===== src/hdl/uart_word_rx_params.svh =====
`ifndef UART_WORD_RX_PARAMS_SVH
`define UART_WORD_RX_PARAMS_SVH

////////////////////
// Serial bit timing
////////////////////

// Clock cycles per serial bit, kept even so the half period is exact
`define CLKS_PER_BIT 16

////////////////////
// Word FIFO sizing
////////////////////

// Words held in the receive FIFO, a power of two
`define FIFO_DEPTH 8

// Count width holds 0 up to FIFO_DEPTH inclusive
`define FIFO_CNT_W 4

`endif


===== src/hdl/uart_word_rx_pkg.sv =====
`include "uart_word_rx_params.svh"

package uart_word_rx_pkg;

    ////////////////////
    // Register map
    ////////////////////
    localparam logic [3:0] ADDR_DATA   = 4'h0;  // Head word, read pops
    localparam logic [3:0] ADDR_STATUS = 4'h4;  // FIFO state and error flags
    localparam logic [3:0] ADDR_CTRL   = 4'h8;  // Bit 0 clears held flags

    ////////////////////
    // Bus and status types
    ////////////////////
    typedef struct packed {
        logic        psel;     // Slave selected
        logic        penable;  // Access phase
        logic        pwrite;   // Write when high
        logic [3:0]  paddr;    // Byte offset
        logic [31:0] pwdata;   // Write data
    } apb_req_t;

    typedef struct packed {
        logic [31:0] prdata;   // Read data
        logic        pready;   // Transfer done
        logic        pslverr;  // Bad offset
    } apb_rsp_t;

    typedef struct packed {
        logic [`FIFO_CNT_W-1:0] count;     // Words stored
        logic                   full;      // No room left
        logic                   empty;     // Nothing to read
        logic                   overflow;  // Word lost, sticky
    } fifo_stat_t;

    typedef struct packed {
        logic       valid;  // One cycle strobe
        logic [7:0] data;   // Received byte
    } rx_byte_t;

endpackage


===== src/hdl/baud_timer.sv =====
`timescale 1ns/100ps
`include "uart_word_rx_params.svh"

module baud_timer (
    input  logic clk,
    input  logic arst_n,
    input  logic start,   // Restart at a detected start edge
    output logic tick     // Bit centre strobe
);

    localparam int CNT_W = $clog2(`CLKS_PER_BIT);  // Counter width

    localparam logic [CNT_W-1:0] HALF_LOAD = CNT_W'(`CLKS_PER_BIT / 2 - 1);  // To mid start bit
    localparam logic [CNT_W-1:0] FULL_LOAD = CNT_W'(`CLKS_PER_BIT - 1);      // One bit period

    logic [CNT_W-1:0] cnt;  // Cycles left to next tick

    ////////////////////
    // Down counter
    ////////////////////
    always_ff @(posedge clk or negedge arst_n) begin
        if (!arst_n) begin
            cnt <= FULL_LOAD;                // Free run from reset
        end else if (start) begin
            cnt <= HALF_LOAD;                // Half period to land mid start bit
        end else if (cnt == '0) begin
            cnt <= FULL_LOAD;                // Next bit centre
        end else begin
            cnt <= cnt - 1'b1;               // Count down
        end
    end

    // Tick when the count expires, never in the restart cycle
    assign tick = (cnt == '0) && !start;

endmodule


===== src/hdl/uart_rx_fsm.sv =====
`timescale 1ns/100ps

module uart_rx_fsm (
    input  logic                      clk,
    input  logic                      arst_n,
    input  logic                      rx,           // Serial line, idle high
    input  logic                      tick,         // Bit centre strobe
    output logic                      baud_start,   // Restart the baud timer
    output uart_word_rx_pkg::rx_byte_t rx_byte,     // Received byte and strobe
    input  logic                      clear_err,    // Clear held frame error
    output logic                      frame_error   // Bad stop bit seen, sticky
);

    typedef enum logic [1:0] {
        IDLE,
        START,
        DATA,
        STOP
    } state_t;

    state_t     state;       // Receive state
    logic       rx_meta;     // First sync stage
    logic       rx_sync;     // Second sync stage
    logic       rx_prev;     // Delayed copy for edge detect
    logic       fall;        // Falling edge on synced line
    logic [2:0] bit_idx;     // Data bit position
    logic [7:0] shift;       // Data bits, LSB first
    logic       byte_valid;  // Good stop bit strobe
    logic [7:0] byte_data;   // Captured byte

    ////////////////////
    // Input synchronizer
    ////////////////////
    always_ff @(posedge clk or negedge arst_n) begin
        if (!arst_n) begin
            rx_meta <= 1'b1;                 // Line idles high
            rx_sync <= 1'b1;
            rx_prev <= 1'b1;
        end else begin
            rx_meta <= rx;
            rx_sync <= rx_meta;
            rx_prev <= rx_sync;
        end
    end

    assign fall       = rx_prev && !rx_sync;           // High to low on the line
    assign baud_start = (state == IDLE) && fall;       // Align timer to the start edge

    ////////////////////
    // Receive state machine
    ////////////////////
    always_ff @(posedge clk or negedge arst_n) begin
        if (!arst_n) begin
            state       <= IDLE;
            bit_idx     <= '0;
            byte_valid  <= 1'b0;
            frame_error <= 1'b0;
        end else begin
            byte_valid <= 1'b0;                        // Strobe lasts one cycle
            if (clear_err)
                frame_error <= 1'b0;                   // Host clear, a new error below wins
            case (state)
                IDLE: begin
                    if (fall)
                        state <= START;
                end
                START: begin
                    if (tick) begin
                        if (rx_sync) begin
                            state <= IDLE;             // Glitch, no real start bit
                        end else begin
                            state   <= DATA;
                            bit_idx <= '0;
                        end
                    end
                end
                DATA: begin
                    if (tick) begin
                        if (bit_idx == 3'd7)
                            state <= STOP;             // Eighth bit taken
                        bit_idx <= bit_idx + 1'b1;
                    end
                end
                STOP: begin
                    if (tick) begin
                        state <= IDLE;
                        if (rx_sync)
                            byte_valid <= 1'b1;        // Clean frame
                        else
                            frame_error <= 1'b1;       // Byte dropped
                    end
                end
                default: state <= IDLE;
            endcase
        end
    end

    // Data path
    always_ff @(posedge clk) begin
        if (state == DATA && tick)
            shift <= {rx_sync, shift[7:1]};            // LSB arrives first
        if (state == STOP && tick && rx_sync)
            byte_data <= shift;                        // Hold with the strobe
    end

    assign rx_byte = '{valid: byte_valid, data: byte_data};

endmodule


===== src/hdl/byte_packer.sv =====
`timescale 1ns/100ps

module byte_packer (
    input  logic                      clk,
    input  logic                      arst_n,
    input  uart_word_rx_pkg::rx_byte_t rx_byte,     // Byte strobe from receiver
    output logic [31:0]               word,         // Packed word, first byte on top
    output logic                      word_valid    // Word complete strobe
);

    logic [1:0] byte_cnt;  // Bytes in the current word

    ////////////////////
    // Byte counter
    ////////////////////
    always_ff @(posedge clk or negedge arst_n) begin
        if (!arst_n) begin
            byte_cnt   <= '0;
            word_valid <= 1'b0;
        end else begin
            word_valid <= rx_byte.valid && (byte_cnt == 2'd3);  // Fourth byte lands
            if (rx_byte.valid)
                byte_cnt <= byte_cnt + 1'b1;                    // Wraps after four
        end
    end

    // Shift left so older bytes move up
    always_ff @(posedge clk) begin
        if (rx_byte.valid)
            word <= {word[23:0], rx_byte.data};  // New byte at the low end
    end

endmodule


===== src/hdl/word_fifo.sv =====
`timescale 1ns/100ps
`include "uart_word_rx_params.svh"

module word_fifo (
    input  logic                        clk,
    input  logic                        arst_n,
    input  logic                        push,    // Word strobe from packer
    input  logic [31:0]                 wdata,   // Word to store
    input  logic                        pop,     // Remove head word
    input  logic                        clear,   // Clear sticky overflow
    output logic [31:0]                 head,    // Oldest word
    output uart_word_rx_pkg::fifo_stat_t stat    // Count and flags
);

    localparam int AW = $clog2(`FIFO_DEPTH);  // Pointer width
    localparam int CW = `FIFO_CNT_W;          // Count width

    logic [31:0]   mem [`FIFO_DEPTH];  // Word storage
    logic [AW-1:0] wr_ptr;             // Next free slot
    logic [AW-1:0] rd_ptr;             // Head slot
    logic [CW-1:0] count;              // Words stored
    logic          full;
    logic          empty;
    logic          overflow;           // Sticky lost word flag
    logic          do_push;            // Accepted write
    logic          do_pop;             // Accepted read

    assign full    = (count == CW'(`FIFO_DEPTH));
    assign empty   = (count == '0);
    assign do_push = push && !full;    // Dropped when full
    assign do_pop  = pop && !empty;    // Ignored when empty

    ////////////////////
    // Pointers and count
    ////////////////////
    always_ff @(posedge clk or negedge arst_n) begin
        if (!arst_n) begin
            wr_ptr   <= '0;
            rd_ptr   <= '0;
            count    <= '0;
            overflow <= 1'b0;
        end else begin
            if (do_push)
                wr_ptr <= wr_ptr + 1'b1;            // Wraps at depth
            if (do_pop)
                rd_ptr <= rd_ptr + 1'b1;
            case ({do_push, do_pop})
                2'b10:   count <= count + 1'b1;
                2'b01:   count <= count - 1'b1;
                default: count <= count;            // Both or neither
            endcase
            if (clear)
                overflow <= 1'b0;
            if (push && full)
                overflow <= 1'b1;                   // Set beats clear
        end
    end

    // Storage
    always_ff @(posedge clk) begin
        if (do_push)
            mem[wr_ptr] <= wdata;
    end

    assign head = mem[rd_ptr];                      // Show-ahead read
    assign stat = '{count: count, full: full, empty: empty, overflow: overflow};

endmodule


===== src/hdl/apb_regs.sv =====
`timescale 1ns/100ps

module apb_regs (
    input  logic                        clk,
    input  logic                        arst_n,
    input  uart_word_rx_pkg::apb_req_t  apb_req,      // From bus master
    output uart_word_rx_pkg::apb_rsp_t  apb_rsp,      // To bus master
    input  logic [31:0]                 head,         // FIFO head word
    input  uart_word_rx_pkg::fifo_stat_t fifo_stat,   // FIFO state
    input  logic                        frame_error,  // Receiver error flag
    output logic                        pop,          // Take head word
    output logic                        clear_err     // Clear held flags
);

    import uart_word_rx_pkg::*;

    logic        setup_q;    // Setup phase seen last cycle
    logic        access;     // Valid access phase
    logic        sel_data;
    logic        sel_status;
    logic        sel_ctrl;
    logic [31:0] status;     // Packed status word
    logic [31:0] rdata;      // Read mux

    ////////////////////
    // Phase tracking
    ////////////////////
    always_ff @(posedge clk or negedge arst_n) begin
        if (!arst_n)
            setup_q <= 1'b0;
        else
            setup_q <= apb_req.psel && !apb_req.penable;  // Setup precedes access
    end

    assign access     = setup_q && apb_req.psel && apb_req.penable;
    assign sel_data   = (apb_req.paddr == ADDR_DATA);
    assign sel_status = (apb_req.paddr == ADDR_STATUS);
    assign sel_ctrl   = (apb_req.paddr == ADDR_CTRL);

    // Flags above the count
    assign status = {24'd0, frame_error, fifo_stat.overflow, fifo_stat.full,
                     fifo_stat.empty, fifo_stat.count};

    always_comb begin
        rdata = '0;                                      // Idle and bad offsets read 0
        if (access && !apb_req.pwrite) begin
            if (sel_data && !fifo_stat.empty)
                rdata = head;
            else if (sel_status)
                rdata = status;
        end
    end

    // Side effects take hold at the edge ending the access
    assign pop       = access && !apb_req.pwrite && sel_data && !fifo_stat.empty;
    assign clear_err = access && apb_req.pwrite && sel_ctrl && apb_req.pwdata[0];

    assign apb_rsp = '{prdata:  rdata,
                       pready:  1'b1,                    // No wait states
                       pslverr: access && !(sel_data || sel_status || sel_ctrl)};

endmodule


===== src/hdl/uart_word_rx.sv =====
`timescale 1ns/100ps

module uart_word_rx (
    input  logic                       clk,
    input  logic                       arst_n,
    input  logic                       rx,       // Serial input, 8N1
    input  uart_word_rx_pkg::apb_req_t apb_req,  // Host bus in
    output uart_word_rx_pkg::apb_rsp_t apb_rsp   // Host bus out
);

    import uart_word_rx_pkg::*;

    logic        baud_start;   // Timer restart
    logic        tick;         // Bit centre strobe
    rx_byte_t    rx_byte;      // Received byte
    logic        frame_error;  // Sticky stop bit error
    logic [31:0] word;         // Packed word
    logic        word_valid;   // Word ready for FIFO
    logic [31:0] head;         // FIFO head
    fifo_stat_t  fifo_stat;    // FIFO status
    logic        pop;          // DATA read
    logic        clear_err;    // CTRL clear

    ////////////////////
    // Serial receive
    ////////////////////
    baud_timer baud_timer_i (
        .clk    (clk),
        .arst_n (arst_n),
        .start  (baud_start),
        .tick   (tick)
    );

    uart_rx_fsm uart_rx_fsm_i (
        .clk         (clk),
        .arst_n      (arst_n),
        .rx          (rx),
        .tick        (tick),
        .baud_start  (baud_start),
        .rx_byte     (rx_byte),
        .clear_err   (clear_err),
        .frame_error (frame_error)
    );

    ////////////////////
    // Word path and host
    ////////////////////
    byte_packer byte_packer_i (
        .clk        (clk),
        .arst_n     (arst_n),
        .rx_byte    (rx_byte),
        .word       (word),
        .word_valid (word_valid)
    );

    word_fifo word_fifo_i (
        .clk    (clk),
        .arst_n (arst_n),
        .push   (word_valid),
        .wdata  (word),
        .pop    (pop),
        .clear  (clear_err),      // Same clear as the frame error
        .head   (head),
        .stat   (fifo_stat)
    );

    apb_regs apb_regs_i (
        .clk         (clk),
        .arst_n      (arst_n),
        .apb_req     (apb_req),
        .apb_rsp     (apb_rsp),
        .head        (head),
        .fifo_stat   (fifo_stat),
        .frame_error (frame_error),
        .pop         (pop),
        .clear_err   (clear_err)
    );

endmodule


===== config.mk =====
export PLATFORM = sky130hd
export DESIGN_NAME = uart_word_rx
export DESIGN_NICKNAME = d
export VERILOG_FILES = /design/src/hdl/uart_word_rx_pkg.sv /design/src/hdl/baud_timer.sv /design/src/hdl/uart_rx_fsm.sv /design/src/hdl/byte_packer.sv /design/src/hdl/word_fifo.sv /design/src/hdl/apb_regs.sv /design/src/hdl/uart_word_rx.sv
export VERILOG_INCLUDE_DIRS = /design/src /design/src/hdl
export SDC_FILE = /design/constraint.sdc
export NUM_CORES = 1
export LEC_CHECK = 0
export BUFFER_PORTS_ARGS = -buffer_cell sky130_fd_sc_hd__buf_4
export CAP_MARGIN = 25
export CORE_ASPECT_RATIO = 1.1
export CORE_MARGIN = 2
export CORE_UTILIZATION = 60
export CTS_CLUSTER_SIZE = 12
export DETAILED_ROUTE_END_ITERATION = 7
export HOLD_SLACK_MARGIN = 0.03
export PLACE_DENSITY = 0.88
export SLEW_MARGIN = 5
export SYNTH_ARGS = -nofsm -noshare
export SYNTH_HDL_FRONTEND = slang
export SYNTH_SLANG_ARGS = --single-unit

===== constraint.sdc =====
create_clock -name clk -period 4.3 [get_ports clk]
set_input_delay 0.645 -clock clk [delete_from_list [all_inputs] [get_ports clk]]
set_output_delay 0.645 -clock clk [all_outputs]
set_load 0.01 [all_outputs]

==> results of run 1 <==
-- logic make-up after synthesis --
family,after synthesis,synth area share
flip-flops,333,0.777
AND/OR/NAND/NOR,95,0.0369
buffers and inverters,32,0.0159
AO/OA/AOI/OAI,24,0.0113
XOR/XNOR,10,0.00690
adder cells (fa/ha/maj),10,0.00985
other,1,0.000295
multiplexers,100,0.142
-- flip-flops by register name, summed over array words and instances (netlist names), 2 cells and up, named ones only --
name,count
word_fifo_i.mem,256
uart_rx_fsm_i.byte_data,8
word_fifo_i.count,4
byte_packer_i.byte_cnt,2
baud_timer_i.cnt,4
uart_rx_fsm_i.bit_idx,3
byte_packer_i.word,32
uart_rx_fsm_i.shift,8
word_fifo_i.wr_ptr,3
word_fifo_i.rd_ptr,3
-- power breakdown --
group,switching (mW),leakage [nW],total (mW),internal (mW)
clock network,1.11,0.464,2.62,1.51
registers,0.0712,3.09,3.64,3.57
logic,0.111,1.12,0.226,0.115
-- final timing paths --
check | startpoint | to | slack (ns) | cells after the start
min in group clk | rx | uart_rx_fsm_i.rx_meta | 0.25 | 1
worst max-delay path | word_fifo_i.rd_ptr[1] | apb_rsp[20] | 0.98 | 5
worst min-delay path | arst_n | uart_rx_fsm_i.bit_idx[1] | 0.08 | 1
max in group asynchronous | arst_n | word_fifo_i.rd_ptr[0] | 3.89 | 1
worst max register to register | word_fifo_i.count[2] | word_fifo_i.count[2] | 1.61 | 10
worst min register to register | uart_rx_fsm_i.rx_meta | uart_rx_fsm_i.rx_sync | 0.36 | 0
-- cells in the final DEF, fill, tap and decap left out, types with 7 or more instances in the layout --
master     instances
clkbuf_1          20
clkbuf_16         35
buf_4             56
edfxtp_1         304
ha_1              10
dfstp_2            7
nand2_1           23
dfrtp_1           19
o21ai_1            9
nor2_1            33
mux4_2            64
mux2i_1           32
-- cell type report --
class                           count  area [sq um]
Clock buffer                       55           951
Clock inverter                      2          17.5
Fill cell                        1187          6330
Inverter                            6          23.8
Multi-Input combinational cell    240          2690
Sequential cell                   333          9870
Tap cell                          256           320
Timing Repair Buffer               57           440
-- through the flow --
| stage | power, mW | cell area, sq um | hold WS [ns] | cells |
|---|---|---|---|---|
| finish | 6.49 | 14300 | 0.0777 | 949 |
| global route | 6.68 | 14300 | 0.0899 | 949 |
| CTS | 6.52 | 14300 | 0.0774 | 949 |
| detailed placement | 3.93 | 13300 | 0.351 | 892 |
| global placement | 3.90 | 13300 | 0.349 | 892 |
| floorplan | 3.86 | 12700 | 0.345 | 605 |
-- routing by layer --
layer  vias up  wire length (microns)
met4         0                    744
met3        60                   1280
li1       2551                      -
met2       228                  12800
met5         -                      0
met1      3066                   9390
-- critical path, delay by kind of cell (launching register included) --
family | cells | cell delay (ns)
buffers and inverters | 2 | 0.68
DFF | 1 | 0.75
muxes | 2 | 0.62
and+or+nand+nor | 1 | 0.10
-- cells in the mapped netlist (all sizes together) --
| library cell | count | area, sq um |
|---|---|---|
| nor3b | 1 | 12.5 |
| or3 | 2 | 12.5 |
| nand3 | 1 | 5.00 |
| nor2 | 39 | 146 |
| clkbuf | 2 | 7.51 |
| o31ai | 1 | 7.51 |
| nand2b | 5 | 33.8 |
| nor3 | 4 | 20.0 |
| nor4b | 1 | 8.76 |
| xor2 | 6 | 52.6 |
| a221oi | 1 | 8.76 |
| and3 | 4 | 25.0 |
| mux2 | 4 | 45.0 |
| ha | 10 | 125 |
| edfxtp | 304 | 9130 |
| a21oi | 6 | 30.0 |
| mux4 | 64 | 1440 |
| buf | 24 | 170 |
| dfrtp | 22 | 551 |
| o22ai | 2 | 12.5 |
| xnor2 | 4 | 35.0 |
| a22o | 1 | 8.76 |
| and2 | 4 | 27.5 |
| dfstp | 7 | 184 |
| conb | 1 | 3.75 |
| a311oi | 1 | 8.76 |
| o21ai | 9 | 45.0 |
| nand4b | 1 | 15.0 |
| nand2 | 25 | 98.8 |
| a21boi | 1 | 7.51 |
| clkinv | 1 | 5.00 |
| and4 | 1 | 8.76 |
| nor2b | 4 | 25.0 |
| mux2i | 32 | 320 |
| inv | 5 | 18.8 |
| or4b | 1 | 10.0 |
| a31oi | 1 | 6.26 |
| nand3b | 1 | 7.51 |
| o32ai | 1 | 8.76 |
| nor4 | 1 | 12.5 |
==> reports/qor.yml, run 1 <==
cts_sinks: 333
status: "finished, final reports clean"
grt_start_max_net_pins: 45
leakage_nw: 4.67
die_h_microns: 157
core_sq_um: 20600
syn_to_final_growth_pct: 12.7
fp-row-count: 55
grt_pass1_wl_microns: 36300
grtUsageMet3: 0.0401
insertion_delay_ns: 0.50
met2_usage: 0.394
clk_pin_slew_ns: 0.06
htree_levels: 2
clock.fmax_mhz: 301
tightest_slew_ns: 0.919
setup_slack_ns: 0.981
hold_viol: 0
yosysSeqAreaShare: 0.777
die_area_sq_um: 22300
cp_data_arrival_time_ns: 2.67
finalWirelength_microns: 24300
final_max_slew_viol_count: 0
final.min_clock_period_ns: 3.32
grt_use_total: 0.224
p_per_area_nw_per_um2: 454
finalClockSkew_ns: 0.0148
cts_tree: "built"
worstSetupStartpointType: "flop"
worst_path_most_repeated_cell: "buf_4"
period_share: 0.772
cts_setup_buffers: 0
die_w_microns: 143
via_per_inst: 6.22
crit_path_top_delay_cell: "dfrtp_2"
crit_fanout: 32
syn_area_sq_um: 12700
io_pins: 76
grt_pass1_vias: 6238
cts_root_buf: "clkbuf_16"
maxCapViolCount: 0
setup_tns_ns: 0
drt_iter0_drc: 423
cpPeakStageDelay_ns: 0.75
setup_violations: 0
port_buffers: 43
ys_types: 48
drtPass1Iterations: 5
synth.avg_cell_area_sq_um: 21.0
drc: 0
hp-class: "in -> async"
nets: 724
gr-usage-met1: 0.285
synth-seq-cells: 333
gp_congestion: 0.774
ir_worst_vdd_mv: 0.331
cp.required_ns: 3.65
clk_path_buf_depth: 3
yosysWarnings: 0
grt.overflow.total: 0
ant_nets: 0
crit_chain: "buf_4 -> mux4_2 -> mux2i_1 -> nor2_1 -> buf_4"
cts_resized: 0
vias: 5905
hpwl_microns: 13100
antenna_found_initial: 0
synth_nets: 657
cp-end-kind: "output port"
grt.busiest_layer: "met2"
rsz0062_at_grt: "no"
worstSetupPathType: "reg -> out"
cts_hold_buf: 0
layout-drive-gt1-share: 0.270
start_util: 0.615
antenna_cells: 0
place_ws_ns: 1.24
maxSlewHeadroom: 0.387
cts_made_buffers: 34
syn_inst: 605
drt-wirelength-per-cell_microns: 25.6
finish.utilization: 0.693
(Power assumes the default switching activity.)
==> run 2: changes to the inputs <==
CORE_UTILIZATION = 54   (was 60)
PLACE_DENSITY = 0.84   (was 0.88)
clock period = 2.9 ns   (was 4.3 ns; I/O delays follow)
==> run 2 against run 1 <==
Against the previous run: worst setup slack worse by 0.85 ns; cell count up 4.3%; via count up 0.68%; clock skew up 0.0066 ns.
==> reports/qor.yml, run 2 (synthesis gave the netlist of run 1 again) <==
grt_use_total: 0.204  # -0.0201
finalPower_mw: 9.65  # +49%
cp-end-kind: "output port"
design_area_sq_um: 14500  # +1.0%
min_path_cells: 2
grt.overflow.total: 0  # unchanged
cts_tree: "built"
fill_cells: 1487  # +25%
setup_violations: 0  # unchanged
hold_viol: 0  # unchanged
final_common_cell: "edfxtp_1"
status: "finished, final reports clean"
drc: 0  # unchanged
cts_root_buf: "clkbuf_16"
place_ws_ns: 0.286  # -0.953 ns
htree_levels: 2  # unchanged
timing.rr.end: "word_fifo_i.count[2]"
grt_pass1_vias: 6326  # +1.4%
clk_pin_slew_ns: 0.06  # about the same
hold_path_end: "apb_regs_i.setup_q"
via_per_inst: 6.01  # -3.5%
start_util: 0.552  # -0.0631
port_buffers: 43  # unchanged
io_pins: 76  # unchanged
largest_reg_flops: 256  # unchanged
die_w_microns: 150  # +5.3%
reg_top3: "word_fifo_i.mem x256, byte_packer_i.word x32"
hp-class: "in -> reg"
gp_congestion: 0.722  # -6.7%
drt-wirelength-per-cell_microns: 24.3  # -5.0%
setup_slack_ns: 0.128  # -0.853 ns
worstSetupPathType: "reg -> out"
place_area_sq_um: 13500  # +0.81%
hpwl_microns: 13200  # +1.3%
leakage_nw: 4.70  # +0.46%
layout-drive-gt1-share: 0.275  # +0.00552
maxSlewHeadroom: 0.600  # +0.213
rsz0062_at_grt: "no"
tightest_slew_ns: 0.599  # -0.320 ns
ir_worst_vdd_mv: 0.422  # +27%
antenna_found_initial: 0  # unchanged
reg2reg_slack_ns: 0.41  # -1.20 ns
insertion_delay_ns: 0.51  # about the same
grt_start_max_net_pins: 36  # -20%
final_max_slew_viol_count: 0  # unchanged
cp.required_ns: 2.47  # -1.18 ns
crit_fanout: 11  # -66%
core_sq_um: 23000  # +11%
die_h_microns: 165  # +5.3%
clock.fmax_mhz: 361
maxCapViolCount: 0  # unchanged
grt_pass1_wl_microns: 36700  # +1.2%
clk_path_buf_depth: 3  # unchanged
worstSetupStartpointType: "flop"
most-common-layout-cells: "edfxtp_1 (304), mux4_2 (64), buf_4 (55)"
syn_to_final_growth_pct: 13.8
drtPass1Iterations: 5  # unchanged
fp-row-count: 58  # +5.5%
setup_tns_ns: 0  # unchanged
largest_register: "word_fifo_i.mem"
reg2reg_depth: 10  # unchanged
cts_made_buffers: 34  # unchanged
hold_start: "apb_req[37]"
antenna_cells: 0  # unchanged
ant_nets: 0  # unchanged
finalWirelength_microns: 24000  # -0.90%
die_area_sq_um: 24800  # +11%
cp_data_arrival_time_ns: 2.34  # -0.33 ns
finalClockSkew_ns: 0.0213  # +0.00656 ns
drt_iter0_drc: 459  # +8.5%
rr_startpoint: "word_fifo_i.count[1]"
cts_sinks: 333  # unchanged
nets: 729  # +0.69%
p_per_area_nw_per_um2: 668  # +47%
period_share: 0.956
vias: 5945  # +0.68%
final.min_clock_period_ns: 2.77
==> run 2: changes by cell type in the layout (fill, tap and decap cells not counted), sizes merged <==
cell         change
clkinv           +3
bufinv           +1
buf              +3
inv              -1
dlygate4sd3      +2
clkbuf          -11
==> run 2: layout make-up <==
type,count,area (sq um),share of cell area
Clock buffer,44,910,0.0629
Clock inverter,5,50.0,0.00346
Inverter,6,23.8,0.00164
Multi-Input combinational cell,240,2700,0.187
Sequential cell,333,9870,0.683
Tap cell,300,375,0.0260
Timing Repair Buffer,62,519,0.0359
==> run 2: worst max-delay path, cell delays in order, from the launching register on <==
cell and delay (ns):
dfrtp_4 0.56, buf_8 0.21, mux4_2 0.52, mux2i_1 0.27, o21ai_1 0.10, buf_4 0.16
==> run 2: per-layer routing <==
layer | global-route usage | vias to the layer above | wire length (microns)
li1 | - | 2553 | -
met1 | 0.254 | 3125 | 8980
met3 | 0.0331 | 39 | 1490
met5 | 0 | - | 0
met2 | 0.370 | 228 | 13100
met4 | 0.0587 | 0 | 453
==> run 2: report_power, final <==
group          total, mW  leakage [nW]  internal [mW]  switching, mW
Combinational      0.351          1.14          0.175          0.176
Sequential          5.38          3.09           5.30         0.0890
Clock               3.92         0.465           2.27           1.65
==> run 2: through the flow <==
stage / cells / utilization / hold WS, ns
after floorplan: 605 / - / 0.139
after global placement: 938 / 0.585 / 0.348
after detailed placement: 938 / 0.585 / 0.349
after CTS: 989 / 0.628 / 0.0770
after global routing: 990 / 0.628 / 0.0935
final: 990 / 0.628 / 0.0955
==> run 2: how the worst max path moves through the flow <==
stage / startpoint / end / depth (start not counted)
final: word_fifo_i.rd_ptr[1] / apb_rsp[4] / 5
after global routing: word_fifo_i.rd_ptr[1] / apb_rsp[4] / 5
after CTS: word_fifo_i.rd_ptr[1] / apb_rsp[20] / 5
after detailed placement: word_fifo_i.rd_ptr[1] / apb_rsp[18] / 5
after global placement: word_fifo_i.rd_ptr[1] / apb_rsp[24] / 5
after floorplan: word_fifo_i.count[0] / word_fifo_i.mem[4][0] / 4
==> run 2: what timing repair did <==
action                                  4_1_cts  5_1_grt
endpoints found under the setup margin       25        6
buffers inserted                              0        1
resized for setup                             2        1
hold endpoints to repair                     23        0
hold buffers                                  2        0
==> run 3: changes to the inputs <==
ABC_AREA = 1   (was not set)
CORE_UTILIZATION = 55   (was 54)
PLACE_DENSITY = 0.85   (was 0.84)
==> run 3 against run 2 <==
Against the previous run: global-route usage up 1.7 points; worst hold slack worse by 0.0094 ns; critical endpoint is now apb_rsp[24]; via count increased by 40%; area after synthesis is 5.3% higher; design area rose by 4.4%; largest power group unchanged.
==> reports/qor.yml, run 3 <==
syn_inst: 1058  # +75%
die_w_microns: 153  # +1.6%
port_buffers: 43  # unchanged
tightest_slew_ns: 0.679  # +0.0797 ns
setup_violations: 0  # unchanged
largest_reg_flops: 256  # unchanged
ant_nets: 0  # unchanged
setup_slack_ns: 0.108  # -0.0202 ns
vias: 8297  # +40%
via_per_inst: 5.81  # -3.2%
antenna_cells: 0  # unchanged
stdcell_count: 1427  # +44%
grt_start_max_net_pins: 124  # +240%
cp.required_ns: 2.47  # about the same
synth.avg_cell_area_sq_um: 12.6  # -40%
p_per_area_nw_per_um2: 667  # -0.16%
drtPass1Iterations: 5  # unchanged
synth_most_common_cell: "edfxtp_1"
layout-drive-gt1-share: 0.139  # -0.136
cpPeakStageDelay_ns: 0.57  # about the same
drt-wirelength-per-cell_microns: 20.3  # -17%
cts_root_buf: "clkbuf_16"
synth_nets: 1110  # +69%
cp-end-kind: "output port"
yosysSeqAreaShare: 0.737  # -0.0392
grt_pass1_vias: 8350  # +32%
die_area_sq_um: 25600  # +3.3%
place_area_sq_um: 14000  # +4.4%
hpwl_microns: 15200  # +15%
ys_types: 36  # -25%
leakage_nw: 5.47  # +16%
clk_pin_slew_ns: 0.06  # about the same
min_path_cells: 2  # unchanged
rsz0062_at_grt: "no"
hold_viol: 0  # unchanged
reg_top3: "word_fifo_i.mem x256, byte_packer_i.word x32"
clock.fmax_mhz: 358  # -0.72%
grt_pass1_wl_microns: 44100  # +20%
largest_register: "word_fifo_i.mem"
reg2reg_depth: 13  # +3
io_pins: 76  # unchanged
drc: 0  # unchanged
dp_cells: 1372  # +46%
most-common-layout-cells: "edfxtp_1 (304), nand2_1 (179), nor2_1 (129)"
yosysWarnings: 0  # unchanged
finalWirelength_microns: 28900  # +20%
nets: 1159  # +59%
syn_area_sq_um: 13400  # +5.3%
maxCapViolCount: 0  # unchanged
hp-class: "in -> reg"
clk_path_buf_depth: 3  # unchanged
worstSetupStartpointType: "flop"
cts_made_buffers: 35  # +2.9%
crit_fanout: 84  # +73
insertion_delay_ns: 0.52  # about the same
design_area_sq_um: 15100  # +4.4%
synth_top_cell_by_area: "edfxtp_1"
cts_tree: "built"
worstSetupPathType: "reg -> out"
htree_levels: 2  # unchanged
place_ws_ns: 0.558  # +0.273 ns
status: "finished, final reports clean"
syn_to_final_growth_pct: 12.8
gp_congestion: 0.750  # +4.0%
crit_chain: "clkinv_2 -> buf_12 -> o21ai_0 -> o21ai_1 -> nand2_1 -> a21oi_2 -> buf_4"
ys.flop_type: "edfxtp_1"
grt.overflow.total: 0  # unchanged
synth_top_area_share: 0.683  # -0.0362
drt_iter0_drc: 887  # +93%
ir_worst_vdd_mv: 0.464  # +9.9%
synth_common_cells: "edfxtp_1 (304), nand2_1 (179), nor2_1 (137)"
core_sq_um: 23800  # +3.3%
final.min_clock_period_ns: 2.79  # +0.0202 ns
start_util: 0.563  # +0.0106
synthTopCellsByArea: "edfxtp_1 (68%), nand2_1 (5.0%), dfrtp_1 (4.1%), o21ai_0 (4.1%), nor2_1 (3.8%)"
synth-seq-cells: 333  # unchanged
final_max_slew_viol_count: 0  # unchanged
finalPower_mw: 10.1  # +4.2%
fp-row-count: 59  # +1.7%
synth_edf_count: 304  # unchanged
async_reset_ff_frac: 0.0871  # unchanged
final_common_cell: "edfxtp_1"
setup_tns_ns: 0  # unchanged
grt_use_total: 0.221  # +0.0168
antenna_found_initial: 0  # unchanged
period_share: 0.963  # +0.00696
maxSlewHeadroom: 0.547  # -0.0537
finalClockSkew_ns: 0.0237  # +0.00232 ns
die_h_microns: 168  # +1.6%
cp_data_arrival_time_ns: 2.36  # +0.02 ns
fill_cells: 1609  # +8.2%
cts_sinks: 333  # unchanged
crit_path_top_delay_cell: "dfrtp_4"
==> run 3: cell type report <==
cell class	count	area, sq um	share of cell area
well taps	305	382	0.0253
multi-input cells	598	2960	0.196
inverters	75	284	0.0188
clock inverters	9	90.1	0.00597
repair buffers	64	598	0.0396
flip-flops and latches	333	9870	0.654
clock buffers	43	906	0.0600
==> run 3: final timing paths <==
check                                       from                     to  slack (ns)
hold reg to reg            uart_rx_fsm_i.rx_meta  uart_rx_fsm_i.rx_sync        0.36
setup / recovery           word_fifo_i.rd_ptr[0]            apb_rsp[24]        0.11
setup reg to reg            word_fifo_i.count[1]   word_fifo_i.count[2]        0.65
hold / removal                       apb_req[37]     apb_regs_i.setup_q        0.09
min in group asynchronous                 arst_n   word_fifo_i.count[3]        0.40
max in group asynchronous                 arst_n    baud_timer_i.cnt[0]        2.17
==> run 3: logic make-up (layout without fill, tap and decap cells) <==
family | Yosys count | after routing | synth area share
compound gates | 190 | 190 | 0.0800
xor+xnor | 7 | 7 | 0.00458
fa+ha+maj | 10 | 10 | 0.00935
buf+inv | 127 | 191 | 0.0455
flops | 333 | 333 | 0.737
mux | 1 | 1 | 0.000842
other cells | 1 | 1 | 0.000280
simple gates | 389 | 389 | 0.122
==> run 3: per-stage QoR <==
stage	hold WS [ns]	utilization
3_5_place_dp	0.353	0.591
2_1_floorplan	0.139	-
6_report	0.0862	0.635
5_1_grt	0.0976	0.635
4_1_cts	0.0777	0.634
3_3_place_gp	0.346	0.591
==> run 3: where the power goes <==
| part | internal (mW) | switching (mW) | total (mW) |
|---|---|---|---|
| Clock | 2.29 | 1.71 | 4.00 |
| Combinational | 0.242 | 0.482 | 0.725 |
| Sequential | 5.27 | 0.0652 | 5.34 |
| Total | 7.81 | 2.25 | 10.1 |
==> run 3: critical path, delay by kind of cell (launching register included) <==
kind	cells	cell delay [ns]
flops	1	0.57
simple gates	1	0.08
buf+inv	3	0.57
compound gates	3	0.53
==> run 3: layer usage <==
metal  up-vias  global-route usage  part of all wire
li1       3784                   -                 -
met1      4006               0.284              0.38
met2       460               0.381              0.52
met3        47              0.0365             0.086
met4         0              0.0805             0.017
met5         -                   0                 0
==> run 3: what timing repair did <==
item                       in CTS  in global routing
resized for setup               0                  1
setup buffers                   0                  0
setup endpoints to repair       0                  2
hold endpoints to repair       23                  0
hold buffers                    2                  0
